===== src/source/tlb_params.svh =====
// ############################
// L2 TLB width parameters
// Set index, page number, physical
// page number and ASID widths
// ############################

`ifndef TLB_PARAMS_SVH
`define TLB_PARAMS_SVH

// Number of sets is 2**L2_TLB_IDX_LEN
`define L2_TLB_IDX_LEN 4
`define L2_TLB_VPN_LEN 20
`define L2_TLB_PPN_LEN 20
`define L2_TLB_ASID_LEN 8
// Tag is what is left of the VPN above the index
`define L2_TLB_TAG_LEN (`L2_TLB_VPN_LEN - `L2_TLB_IDX_LEN)

`endif

===== src/source/tlb_addr_pkg.sv =====
// ############################
// L2 TLB address types
// Virtual page number seen either
// as one word or as tag over index
// ############################

`include "tlb_params.svh"

package tlb_addr_pkg;

  // Two views of the same page number
  // Whole word for page flush compares
  // Tag and set index for lookup and refill
  typedef union packed {
    logic [`L2_TLB_VPN_LEN-1:0] vpn;
    struct packed {
      // Upper part, stored in the entry
      logic [`L2_TLB_TAG_LEN-1:0] tag;
      // Lower part, selects the set
      logic [`L2_TLB_IDX_LEN-1:0] idx;
    } fields;
  } l2_vpn_u;

endpackage


===== src/source/tlb_cmd_pkg.sv =====
// ############################
// L2 TLB command types
// Flush request encoding shared by
// the flush unit and the stages
// ############################

package tlb_cmd_pkg;

  // Flush kinds, NoFlush means no request
  typedef enum logic [1:0] {
    NoFlush,
    FlushAll,
    FlushASID,
    FlushPage
  } tlb_flush_e;

endpackage


===== src/source/l2_tlb.sv =====
// ############################
// L2 TLB top level
// Direct-mapped second-level TLB
// Flush unit, t0, array and t1
// ############################

`include "tlb_params.svh"

module l2_tlb (
  input  logic                        clk_i,
  input  logic                        rst_ni,
  // Flush request level
  input  tlb_cmd_pkg::tlb_flush_e     flush_type_i,
  input  logic [`L2_TLB_ASID_LEN-1:0] flush_asid_i,
  input  tlb_addr_pkg::l2_vpn_u       flush_vpn_i,
  // Refill strobe
  input  logic                        refill_valid_i,
  input  tlb_addr_pkg::l2_vpn_u       refill_vpn_i,
  input  logic [`L2_TLB_ASID_LEN-1:0] refill_asid_i,
  input  logic [`L2_TLB_PPN_LEN-1:0]  refill_ppn_i,
  input  logic                        refill_global_i,
  // Lookup strobe
  input  logic                        lookup_valid_i,
  input  tlb_addr_pkg::l2_vpn_u       lookup_vpn_i,
  input  logic [`L2_TLB_ASID_LEN-1:0] lookup_asid_i,
  // Status and response
  output logic                        busy_o,
  output logic                        resp_valid_o,
  output logic                        resp_hit_o,
  output logic [`L2_TLB_PPN_LEN-1:0]  resp_ppn_o
);

  // Flush unit to t0
  logic                        flush_req_valid;
  tlb_cmd_pkg::tlb_flush_e     flush_type;
  logic [`L2_TLB_IDX_LEN-1:0]  flush_idx;
  logic                        flush_idx_cnt_en;

  // Array ports
  logic [`L2_TLB_IDX_LEN-1:0]  rd_idx;
  logic                        rd_valid;
  logic                        rd_global;
  logic [`L2_TLB_ASID_LEN-1:0] rd_asid;
  logic [`L2_TLB_TAG_LEN-1:0]  rd_tag;
  logic [`L2_TLB_PPN_LEN-1:0]  rd_ppn;
  logic                        wr_en;
  logic [`L2_TLB_IDX_LEN-1:0]  wr_idx;
  logic                        wr_global;
  logic [`L2_TLB_ASID_LEN-1:0] wr_asid;
  logic [`L2_TLB_TAG_LEN-1:0]  wr_tag;
  logic [`L2_TLB_PPN_LEN-1:0]  wr_ppn;
  logic                        inv_en;
  logic [`L2_TLB_IDX_LEN-1:0]  inv_idx;

  // t0 to t1
  logic [2:0]                  t1_op;
  logic [`L2_TLB_TAG_LEN-1:0]  t1_tag;
  logic [`L2_TLB_ASID_LEN-1:0] t1_asid;
  tlb_addr_pkg::l2_vpn_u       t1_flush_vpn;
  logic [`L2_TLB_IDX_LEN-1:0]  t1_idx;

  l2_tlb_flush_unit i_flush_unit (
    .clk_i              (clk_i),
    .rst_ni             (rst_ni),
    .flush_type_i       (flush_type_i),
    .flush_idx_cnt_en_i (flush_idx_cnt_en),
    .flush_idx_o        (flush_idx),
    .flush_type_o       (flush_type),
    .flush_req_valid_o  (flush_req_valid)
  );

  l2_tlb_t0_stage i_t0 (
    .clk_i              (clk_i),
    .rst_ni             (rst_ni),
    .flush_type_i       (flush_type_i),
    .flush_asid_i       (flush_asid_i),
    .flush_vpn_i        (flush_vpn_i),
    .refill_valid_i     (refill_valid_i),
    .refill_vpn_i       (refill_vpn_i),
    .refill_asid_i      (refill_asid_i),
    .refill_ppn_i       (refill_ppn_i),
    .refill_global_i    (refill_global_i),
    .lookup_valid_i     (lookup_valid_i),
    .lookup_vpn_i       (lookup_vpn_i),
    .lookup_asid_i      (lookup_asid_i),
    .flush_req_valid_i  (flush_req_valid),
    .flush_req_type_i   (flush_type),
    .flush_idx_i        (flush_idx),
    .flush_idx_cnt_en_o (flush_idx_cnt_en),
    .rd_idx_o           (rd_idx),
    .wr_en_o            (wr_en),
    .wr_idx_o           (wr_idx),
    .wr_global_o        (wr_global),
    .wr_asid_o          (wr_asid),
    .wr_tag_o           (wr_tag),
    .wr_ppn_o           (wr_ppn),
    .t1_op_o            (t1_op),
    .t1_tag_o           (t1_tag),
    .t1_asid_o          (t1_asid),
    .t1_flush_vpn_o     (t1_flush_vpn),
    .t1_idx_o           (t1_idx),
    .busy_o             (busy_o)
  );

  l2_tlb_entry_array i_array (
    .clk_i       (clk_i),
    .rst_ni      (rst_ni),
    .rd_idx_i    (rd_idx),
    .rd_valid_o  (rd_valid),
    .rd_global_o (rd_global),
    .rd_asid_o   (rd_asid),
    .rd_tag_o    (rd_tag),
    .rd_ppn_o    (rd_ppn),
    .wr_en_i     (wr_en),
    .wr_idx_i    (wr_idx),
    .wr_global_i (wr_global),
    .wr_asid_i   (wr_asid),
    .wr_tag_i    (wr_tag),
    .wr_ppn_i    (wr_ppn),
    .inv_en_i    (inv_en),
    .inv_idx_i   (inv_idx)
  );

  l2_tlb_t1_stage i_t1 (
    .clk_i          (clk_i),
    .rst_ni         (rst_ni),
    .t1_op_i        (t1_op),
    .t1_tag_i       (t1_tag),
    .t1_asid_i      (t1_asid),
    .t1_flush_vpn_i (t1_flush_vpn),
    .t1_idx_i       (t1_idx),
    .rd_valid_i     (rd_valid),
    .rd_global_i    (rd_global),
    .rd_asid_i      (rd_asid),
    .rd_tag_i       (rd_tag),
    .rd_ppn_i       (rd_ppn),
    .inv_en_o       (inv_en),
    .inv_idx_o      (inv_idx),
    .resp_valid_o   (resp_valid_o),
    .resp_hit_o     (resp_hit_o),
    .resp_ppn_o     (resp_ppn_o)
  );

endmodule


===== src/source/l2_tlb_t1_stage.sv =====
// ############################
// L2 TLB stage t1
// Compares the read entry, registers
// the lookup response and issues
// flush invalidations
// ############################

`include "tlb_params.svh"

module l2_tlb_t1_stage (
  input  logic                        clk_i,
  input  logic                        rst_ni,
  // Stage register from t0
  input  logic [2:0]                  t1_op_i,
  input  logic [`L2_TLB_TAG_LEN-1:0]  t1_tag_i,
  input  logic [`L2_TLB_ASID_LEN-1:0] t1_asid_i,
  input  tlb_addr_pkg::l2_vpn_u       t1_flush_vpn_i,
  input  logic [`L2_TLB_IDX_LEN-1:0]  t1_idx_i,
  // Entry read in t0
  input  logic                        rd_valid_i,
  input  logic                        rd_global_i,
  input  logic [`L2_TLB_ASID_LEN-1:0] rd_asid_i,
  input  logic [`L2_TLB_TAG_LEN-1:0]  rd_tag_i,
  input  logic [`L2_TLB_PPN_LEN-1:0]  rd_ppn_i,
  // Invalidate write
  output logic                        inv_en_o,
  output logic [`L2_TLB_IDX_LEN-1:0]  inv_idx_o,
  // Lookup response
  output logic                        resp_valid_o,
  output logic                        resp_hit_o,
  output logic [`L2_TLB_PPN_LEN-1:0]  resp_ppn_o
);

  import tlb_cmd_pkg::*;

  logic                  lookup;
  logic                  asid_match;
  logic                  hit;
  tlb_addr_pkg::l2_vpn_u stored_vpn;

  assign lookup     = t1_op_i[2];
  assign asid_match = (rd_asid_i == t1_asid_i);

  // Global entries match any ASID
  assign hit = rd_valid_i & (rd_tag_i == t1_tag_i) & (asid_match | rd_global_i);

  // Full VPN of the stored entry
  always_comb begin
    stored_vpn.fields.tag = rd_tag_i;
    stored_vpn.fields.idx = t1_idx_i;
  end

  // Flush rules per type
  always_comb begin
    case (t1_op_i[1:0])
      FlushAll:  inv_en_o = 1'b1;
      FlushASID: inv_en_o = rd_valid_i & ~rd_global_i & asid_match;
      // ASID ignored for page flush
      FlushPage: inv_en_o = rd_valid_i & (stored_vpn.vpn == t1_flush_vpn_i.vpn);
      default:   inv_en_o = 1'b0;
    endcase
  end

  assign inv_idx_o = t1_idx_i;

  // One-cycle response pulse
  always_ff @(posedge clk_i or negedge rst_ni) begin
    if (!rst_ni) begin
      resp_valid_o <= 1'b0;
      resp_hit_o   <= 1'b0;
    end else begin
      resp_valid_o <= lookup;
      resp_hit_o   <= lookup & hit;
    end
  end

  // PPN only meaningful with a hit
  always_ff @(posedge clk_i) begin
    if (lookup) begin
      resp_ppn_o <= rd_ppn_i;
    end
  end

endmodule


===== src/source/l2_tlb_entry_array.sv =====
// ############################
// L2 TLB entry array
// Direct-mapped entries, registered
// read and refill/invalidate writes
// ############################

`include "tlb_params.svh"

module l2_tlb_entry_array (
  input  logic                        clk_i,
  input  logic                        rst_ni,
  // Read port, data one cycle later
  input  logic [`L2_TLB_IDX_LEN-1:0]  rd_idx_i,
  output logic                        rd_valid_o,
  output logic                        rd_global_o,
  output logic [`L2_TLB_ASID_LEN-1:0] rd_asid_o,
  output logic [`L2_TLB_TAG_LEN-1:0]  rd_tag_o,
  output logic [`L2_TLB_PPN_LEN-1:0]  rd_ppn_o,
  // Refill write
  input  logic                        wr_en_i,
  input  logic [`L2_TLB_IDX_LEN-1:0]  wr_idx_i,
  input  logic                        wr_global_i,
  input  logic [`L2_TLB_ASID_LEN-1:0] wr_asid_i,
  input  logic [`L2_TLB_TAG_LEN-1:0]  wr_tag_i,
  input  logic [`L2_TLB_PPN_LEN-1:0]  wr_ppn_i,
  // Invalidate from t1
  input  logic                        inv_en_i,
  input  logic [`L2_TLB_IDX_LEN-1:0]  inv_idx_i
);

  localparam int unsigned NumSets = 1 << `L2_TLB_IDX_LEN;

  logic                        valid_q  [NumSets];
  logic                        global_q [NumSets];
  logic [`L2_TLB_ASID_LEN-1:0] asid_q   [NumSets];
  logic [`L2_TLB_TAG_LEN-1:0]  tag_q    [NumSets];
  logic [`L2_TLB_PPN_LEN-1:0]  ppn_q    [NumSets];

  // Valid bits, cleared by the reset flush walk
  always_ff @(posedge clk_i) begin
    if (inv_en_i) begin
      valid_q[inv_idx_i] <= 1'b0;
    end else if (wr_en_i) begin
      valid_q[wr_idx_i] <= 1'b1;
    end
  end

  // Entry payload
  always_ff @(posedge clk_i) begin
    if (wr_en_i) begin
      global_q[wr_idx_i] <= wr_global_i;
      asid_q[wr_idx_i]   <= wr_asid_i;
      tag_q[wr_idx_i]    <= wr_tag_i;
      ppn_q[wr_idx_i]    <= wr_ppn_i;
    end
  end

  // Read valid flag starts cleared
  always_ff @(posedge clk_i or negedge rst_ni) begin
    if (!rst_ni) begin
      rd_valid_o <= 1'b0;
    end else begin
      rd_valid_o <= valid_q[rd_idx_i];
    end
  end

  // Read data
  always_ff @(posedge clk_i) begin
    rd_global_o <= global_q[rd_idx_i];
    rd_asid_o   <= asid_q[rd_idx_i];
    rd_tag_o    <= tag_q[rd_idx_i];
    rd_ppn_o    <= ppn_q[rd_idx_i];
  end

endmodule


===== src/source/l2_tlb_t0_stage.sv =====
// ############################
// L2 TLB stage t0
// Arbitrates flush, refill and lookup
// Drives the array and the t1 register
// ############################

`include "tlb_params.svh"

module l2_tlb_t0_stage (
  input  logic                        clk_i,
  input  logic                        rst_ni,
  // External flush operands
  input  tlb_cmd_pkg::tlb_flush_e     flush_type_i,
  input  logic [`L2_TLB_ASID_LEN-1:0] flush_asid_i,
  input  tlb_addr_pkg::l2_vpn_u       flush_vpn_i,
  // Refill strobe and entry
  input  logic                        refill_valid_i,
  input  tlb_addr_pkg::l2_vpn_u       refill_vpn_i,
  input  logic [`L2_TLB_ASID_LEN-1:0] refill_asid_i,
  input  logic [`L2_TLB_PPN_LEN-1:0]  refill_ppn_i,
  input  logic                        refill_global_i,
  // Lookup strobe
  input  logic                        lookup_valid_i,
  input  tlb_addr_pkg::l2_vpn_u       lookup_vpn_i,
  input  logic [`L2_TLB_ASID_LEN-1:0] lookup_asid_i,
  // From the flush unit
  input  logic                        flush_req_valid_i,
  input  tlb_cmd_pkg::tlb_flush_e     flush_req_type_i,
  input  logic [`L2_TLB_IDX_LEN-1:0]  flush_idx_i,
  output logic                        flush_idx_cnt_en_o,
  // Array read and refill write
  output logic [`L2_TLB_IDX_LEN-1:0]  rd_idx_o,
  output logic                        wr_en_o,
  output logic [`L2_TLB_IDX_LEN-1:0]  wr_idx_o,
  output logic                        wr_global_o,
  output logic [`L2_TLB_ASID_LEN-1:0] wr_asid_o,
  output logic [`L2_TLB_TAG_LEN-1:0]  wr_tag_o,
  output logic [`L2_TLB_PPN_LEN-1:0]  wr_ppn_o,
  // Stage register, op is {lookup, flush type}
  output logic [2:0]                  t1_op_o,
  output logic [`L2_TLB_TAG_LEN-1:0]  t1_tag_o,
  output logic [`L2_TLB_ASID_LEN-1:0] t1_asid_o,
  output tlb_addr_pkg::l2_vpn_u       t1_flush_vpn_o,
  output logic [`L2_TLB_IDX_LEN-1:0]  t1_idx_o,
  output logic                        busy_o
);

  import tlb_cmd_pkg::*;

  logic [`L2_TLB_ASID_LEN-1:0] flush_asid_q;
  tlb_addr_pkg::l2_vpn_u       flush_vpn_q;
  logic                        t1_flush;
  logic                        lookup_go;
  logic [2:0]                  op_d;

  // Walk in progress or last invalidation still in t1
  assign t1_flush = (t1_op_o[1:0] != NoFlush);
  assign busy_o   = flush_req_valid_i | t1_flush;

  // Every issued flush op moves the walk on
  assign flush_idx_cnt_en_o = flush_req_valid_i;

  // Capture operands when a flush is requested from idle
  always_ff @(posedge clk_i) begin
    if (!flush_req_valid_i && (flush_type_i != NoFlush)) begin
      flush_asid_q <= flush_asid_i;
      flush_vpn_q  <= flush_vpn_i;
    end
  end

  // Requests while busy are dropped
  assign lookup_go = lookup_valid_i & ~busy_o;

  // Refill goes straight to the write port
  assign wr_en_o     = refill_valid_i & ~busy_o;
  assign wr_idx_o    = refill_vpn_i.fields.idx;
  assign wr_tag_o    = refill_vpn_i.fields.tag;
  assign wr_global_o = refill_global_i;
  assign wr_asid_o   = refill_asid_i;
  assign wr_ppn_o    = refill_ppn_i;

  // Flush walk owns the read port
  always_comb begin
    op_d     = 3'b000;
    rd_idx_o = lookup_vpn_i.fields.idx;
    if (flush_req_valid_i) begin
      op_d     = {1'b0, flush_req_type_i};
      rd_idx_o = flush_idx_i;
    end else if (lookup_go) begin
      op_d = {1'b1, NoFlush};
    end
  end

  // Op kind is control
  always_ff @(posedge clk_i or negedge rst_ni) begin
    if (!rst_ni) begin
      t1_op_o <= 3'b000;
    end else begin
      t1_op_o <= op_d;
    end
  end

  // Operands for the compare in t1
  always_ff @(posedge clk_i) begin
    t1_idx_o  <= rd_idx_o;
    t1_tag_o  <= lookup_vpn_i.fields.tag;
    t1_asid_o <= flush_req_valid_i ? flush_asid_q : lookup_asid_i;
  end

  // Held for the whole walk
  assign t1_flush_vpn_o = flush_vpn_q;

endmodule


===== src/source/l2_tlb_flush_unit.sv =====
// ############################
// L2 TLB flush unit
// Holds the active flush kind and
// walks the set index for t0
// Starts a total flush out of reset
// ############################

`include "tlb_params.svh"

module l2_tlb_flush_unit (
  input  logic                      clk_i,
  input  logic                      rst_ni,
  // Requested flush, sampled while idle
  input  tlb_cmd_pkg::tlb_flush_e   flush_type_i,
  // Advance to the next set
  input  logic                      flush_idx_cnt_en_i,
  // Set currently being flushed
  output logic [`L2_TLB_IDX_LEN-1:0] flush_idx_o,
  // Flush request towards t0
  output tlb_cmd_pkg::tlb_flush_e   flush_type_o,
  output logic                      flush_req_valid_o
);

  import tlb_cmd_pkg::*;

  // State encoding
  localparam logic [1:0] StIdle          = 2'd0;
  localparam logic [1:0] StTotalFlushing = 2'd1;
  localparam logic [1:0] StASIDFlushing  = 2'd2;
  localparam logic [1:0] StPageFlushing  = 2'd3;

  logic [1:0] state_d, state_q;

  logic [`L2_TLB_IDX_LEN-1:0] flush_idx_q;
  logic last_set;
  logic flush_end;

  assign flush_idx_o = flush_idx_q;

  // Set counter, wraps to zero after the last set
  always_ff @(posedge clk_i or negedge rst_ni) begin
    if (!rst_ni) begin
      flush_idx_q <= '0;
    end else if (flush_idx_cnt_en_i) begin
      flush_idx_q <= flush_idx_q + 1'b1;
    end
  end

  // Last set addressed
  assign last_set  = &flush_idx_q;
  // Walk ends when the last set is issued
  assign flush_end = flush_idx_cnt_en_i & last_set;

  // Next state and request outputs
  always_comb begin
    state_d           = state_q;
    flush_type_o      = NoFlush;
    flush_req_valid_o = 1'b0;
    case (state_q)
      StIdle: begin
        // New flush only starts from idle
        case (flush_type_i)
          FlushAll:  state_d = StTotalFlushing;
          FlushASID: state_d = StASIDFlushing;
          FlushPage: state_d = StPageFlushing;
          default:   state_d = StIdle;
        endcase
      end
      StTotalFlushing: begin
        flush_type_o      = FlushAll;
        flush_req_valid_o = 1'b1;
      end
      StASIDFlushing: begin
        flush_type_o      = FlushASID;
        flush_req_valid_o = 1'b1;
      end
      StPageFlushing: begin
        flush_type_o      = FlushPage;
        flush_req_valid_o = 1'b1;
      end
      default: begin
        state_d = StIdle;
      end
    endcase
    // Back to idle once every set is counted
    if (flush_end) begin
      state_d = StIdle;
    end
  end

  // Reset enters the total flush, clearing all valid bits
  always_ff @(posedge clk_i or negedge rst_ni) begin
    if (!rst_ni) begin
      state_q <= StTotalFlushing;
    end else begin
      state_q <= state_d;
    end
  end

endmodule


===== config.mk =====
export PLATFORM = sky130hd
export DESIGN_NAME = l2_tlb
export DESIGN_NICKNAME = d
export VERILOG_FILES = /design/src/source/tlb_addr_pkg.sv /design/src/source/tlb_cmd_pkg.sv /design/src/source/l2_tlb.sv /design/src/source/l2_tlb_t1_stage.sv /design/src/source/l2_tlb_entry_array.sv /design/src/source/l2_tlb_t0_stage.sv /design/src/source/l2_tlb_flush_unit.sv
export VERILOG_INCLUDE_DIRS = /design/src /design/src/source
export SDC_FILE = /design/constraint.sdc
export NUM_CORES = 1
export LEC_CHECK = 0
export BUFFER_PORTS_ARGS = -buffer_cell sky130_fd_sc_hd__buf_2
export CORE_MARGIN = 1.5
export CORE_UTILIZATION = 40
export DETAILED_ROUTE_END_ITERATION = 8
export SYNTH_ARGS = -nofsm -noshare
export SYNTH_HDL_FRONTEND = slang
export SYNTH_SLANG_ARGS = --single-unit
export TNS_END_PERCENT = 10

===== constraint.sdc =====
create_clock -name clk_i -period 7.25 [get_ports clk_i]
set_input_delay 0.725 -clock clk_i [delete_from_list [all_inputs] [get_ports clk_i]]
set_output_delay 0.725 -clock clk_i [all_outputs]
set_load 0.01 [all_outputs]

==> qor.txt <==
first-pass GRT wire length -> 122000 µm
pin slew with the least headroom to its limit -> 1210 ps
Die H -> 286 µm
average routed wire per standard cell -> 23.8 µm
final hold vios -> 0
biggest area contributors in the synthesized netlist -> edfxtp_1 73%, nand2_1 5.0%, dfxtp_1 4.6%, o22ai_1 3.1%, nand3_1 2.9%
worst clock skew -> 17.5 ps
filler cell count -> 6809
final RePlAce weighted congestion -> 0.771
Std-Cell Core Area -> 79100 µm²
flops & latches, synth -> 869
Async SR Flop Fraction -> 1.38%
clock tree from TritonCTS -> yes
number of gates given a new drive strength after cts -> 0
Most used DFF post-synth -> edfxtp_1
CP Capture Type -> flop
RSZ-0062 raised after global routing -> false
DRT Pass-1 Iters -> 6
IO Port Bufs -> 133
endpoint of the most critical register-to-register path -> i_array.ppn_q[14][6]$_DFFE_PP_
initial drt markers -> 2059
Hold WC Path Type -> input port to flop
post-layout net count -> 2448
cell types with the highest counts after synthesis -> 784 x edfxtp_1, 427 x nand2_1, 187 x nand3_1
row count -> 103
mean post-synth cell area -> 14.6 µm²
most used standard cell by instance count after synthesis -> edfxtp_1
startpoint of the worst-slack reg-to-reg timing path -> i_flush_unit.state_q[1]$_DFFE_PN0P_
number of DRC violations after detailed routing -> 0
final setup TNS -> 0 ps
number of max-cap violations -> 0
max-slew violations -> 0
start-to-end type of the worst setup path -> flop to flop
Worst EP arrival -> 4370 ps
Max-slew headroom -> 19.3%
clock input transition at the sequential cells of the worst setup and hold paths -> 60 ps
final routed wirelength across all metal layers -> 82500 µm
area enclosed by the die boundary -> 81900 µm²
Syn. warnings -> 0
share of the synthesized area in the top cell type -> 73.4%
overall overflow remaining after global route -> 0
total power -> 14600 µW
number of synthesized flops with an enable pin -> 784
share of post-route cells with drive strength above 1 -> 14.5%
power per standard cell area -> 396 nW/µm²
register-to-register setup slack -> 3170 ps
Cells after DPL -> 3293
status -> completed
fmax -> 0.245 GHz
via count of the first global-routing pass -> 18800
post-synthesis instance area -> 32100 µm²
antenna viol nets, final -> 0
number of antenna violations at the first check in global routing -> 12
worst vdd rail ir drop -> 0.333 mV
insertion delay of the later-clocked pin in the worst-skew pair -> 640 ps
static leakage -> 0.0123 µW
cell taking the most area after synthesis -> edfxtp_1
register area share after synthesis -> 78.9%
area used by multi-input combinational logic -> 6340 µm²
clock root buffer -> clkbuf_16
TritonCTS sink count -> 869
Total Routing Usage GR -> 20.1%
final std cells w/o fill -> 3464
maximum number of pins on one net before global-route repair -> 199
required time at the worst-slack endpoint -> 7540 ps
starting utilization of the core area -> 40.5%
number of nets in the synthesized netlist -> 2313
sort of element at the start of the critical path -> flop
H-tree level count -> 3
layout overhead on the synthesized area -> 15.1%
Worst Hold Endpoint -> i_t0.t1_tag_o[3]$_DFF_P_
number of distinct library cells after synthesis -> 57
shortest period the worst path allows -> 4080 ps
number of cells on the worst reg-to-reg path -> 6
routed vias -> 19000
maximum fanout count along the critical path -> 25
I/O Pins -> 134
start point of the worst hold path -> lookup_vpn_i[7]
cells after synthesis -> 2201
detailed-placement wirelength estimate -> 40100 µm
Cells on Worst Hold Path -> 1
per-cell via count in the routed design -> 5.48
final cycle utilization of the critical path -> 56.2%
CTS max path bufs -> 3
clock buffer count from CTS -> 90
Final setup violation count -> 0
Seq. cell area -> 25300 µm²
die boundary width -> 286 µm
number of setup buffers added after CTS -> 0
==> per-layer routing <==
layer	wire [µm]	global-route usage (%)
met1	35800	28.4
met4	1770	5.45
met2	37800	31.4
met5	80	0
met3	7050	4.46
==> per-stage QoR <==
| stage | hold slack [ps] | setup slack (ps) | instance area (µm²) | utilization [%] |
|---|---|---|---|---|
| after floorplan | 386 | 2180 | 32100 | - |
| after global placement | 392 | 3350 | 33900 | 42.9 |
| after detailed placement | 389 | 3140 | 33900 | 42.9 |
| after CTS | 153 | 3100 | 36900 | 46.6 |
| after global routing | 159 | 2880 | 36900 | 46.7 |
| final | 188 | 3170 | 36900 | 46.7 |
==> critical path, cell delays in order (launching register included) <==
cell and delay [ps]:
dfrtp_1 510, nor4_2 390, nand2_1 320, inv_1 520
nand3b_1 420, nor2_4 1020, buf_4 520
==> power breakdown <==
group / internal, µW / total, µW / switching, µW
sequential: 5750 / 6010 / 256
combinational: 1210 / 4020 / 2800
clock: 2700 / 4600 / 1900
total: 9670 / 14600 / 4960
==> sequential cells by signal, summed over array words and instances, names as in the netlist <==
signal	cells
i_t1.resp_valid_o	1
i_t1.resp_hit_o	1
i_array.rd_ppn_o	20
i_array.ppn_q	320
i_array.valid_q	16
i_array.asid_q	128
i_array.rd_valid_o	1
i_t0.t1_flush_vpn_o	20
i_t0.t1_op_o	3
i_array.rd_tag_o	16
i_t1.resp_ppn_o	20
i_array.rd_asid_o	8
i_t0.t1_idx_o	4
i_t0.flush_asid_q	8
i_flush_unit.state_q	2
i_t0.t1_tag_o	16
i_t0.t1_asid_o	8
i_array.global_q	16
i_array.rd_global_o	1
i_flush_unit.flush_idx_o	4
i_array.tag_q	256
==> cell families (layout without fill, tap and decap cells) <==
kind of cell	count (synthesis)	count (layout)	synth area share (%)
other	0	1	0
DFF	869	869	78.9
buffers and inverters	134	346	2.01
xor gates and xnor gates	47	47	1.28
muxes	17	17	0.550
adders and majority gates	1	1	0.0390
and+or+nand+nor	809	809	11.0
AOI/OAI and AO/OA	324	324	6.18
==> cell usage in the layout (no fill, tap or decap), types with 3 or more instances in the layout <==
cell        count
a21oi_1        58
a31o_2          4
a31oi_1        11
a31oi_4         6
a32oi_1         7
buf_2         133
buf_4          34
bufinv_16       8
clkbuf_1       20
clkbuf_16      92
clkbuf_8        7
clkinv_1       11
clkinv_2       19
clkinvlp_4      5
dfrtp_1        10
dfxtp_1        73
edfxtp_1      784
inv_1           6
inv_6           5
mux2i_1        14
nand2_1       426
nand3_1       187
nand3b_1        5
nand4_1        45
nor2_1         66
nor2_4         13
nor3_1         41
nor3_2          4
nor4_1          7
nor4b_1         3
o21ai_0        20
o21ai_1        38
o22ai_1       157
o31ai_1         8
xnor2_1        25
xor2_1         22
==> timing repair <==
action	in CTS	in global routing
hold buffers	1	0
hold endpoints to repair	11	0
setup endpoints to repair	0	0
==> cell type report <==
cell class | count | area share [%]
diodes | 1 | 0.00678
inverters | 8 | 0.0949
well taps | 1050 | 3.56
flip-flops and latches | 869 | 68.6
repair buffers | 169 | 2.58
clock inverters | 50 | 1.35
multi-input cells | 1198 | 17.2
clock buffers | 119 | 6.70
==> worst max path at each step <==
stage                                         from                         endpoint  slack, ps  cells past startpoint
2_1_floorplan  i_flush_unit.state_q[1]$_DFFE_PN0P_   i_array.asid_q[3][0]$_DFFE_PP_       2180                      6
3_3_place_gp   i_flush_unit.state_q[1]$_DFFE_PN0P_      i_array.rd_tag_o[2]$_DFF_P_       3350                      9
3_5_place_dp   i_flush_unit.state_q[1]$_DFFE_PN0P_   i_array.ppn_q[14][6]$_DFFE_PP_       3140                      6
4_1_cts        i_flush_unit.state_q[1]$_DFFE_PN0P_  i_array.ppn_q[14][10]$_DFFE_PP_       3100                      6
5_1_grt        i_flush_unit.state_q[1]$_DFFE_PN0P_  i_array.ppn_q[14][10]$_DFFE_PP_       2880                      6
6_report       i_flush_unit.state_q[1]$_DFFE_PN0P_   i_array.ppn_q[14][6]$_DFFE_PP_       3170                      6
No activity file was read; power rests on OpenSTA's default activity.
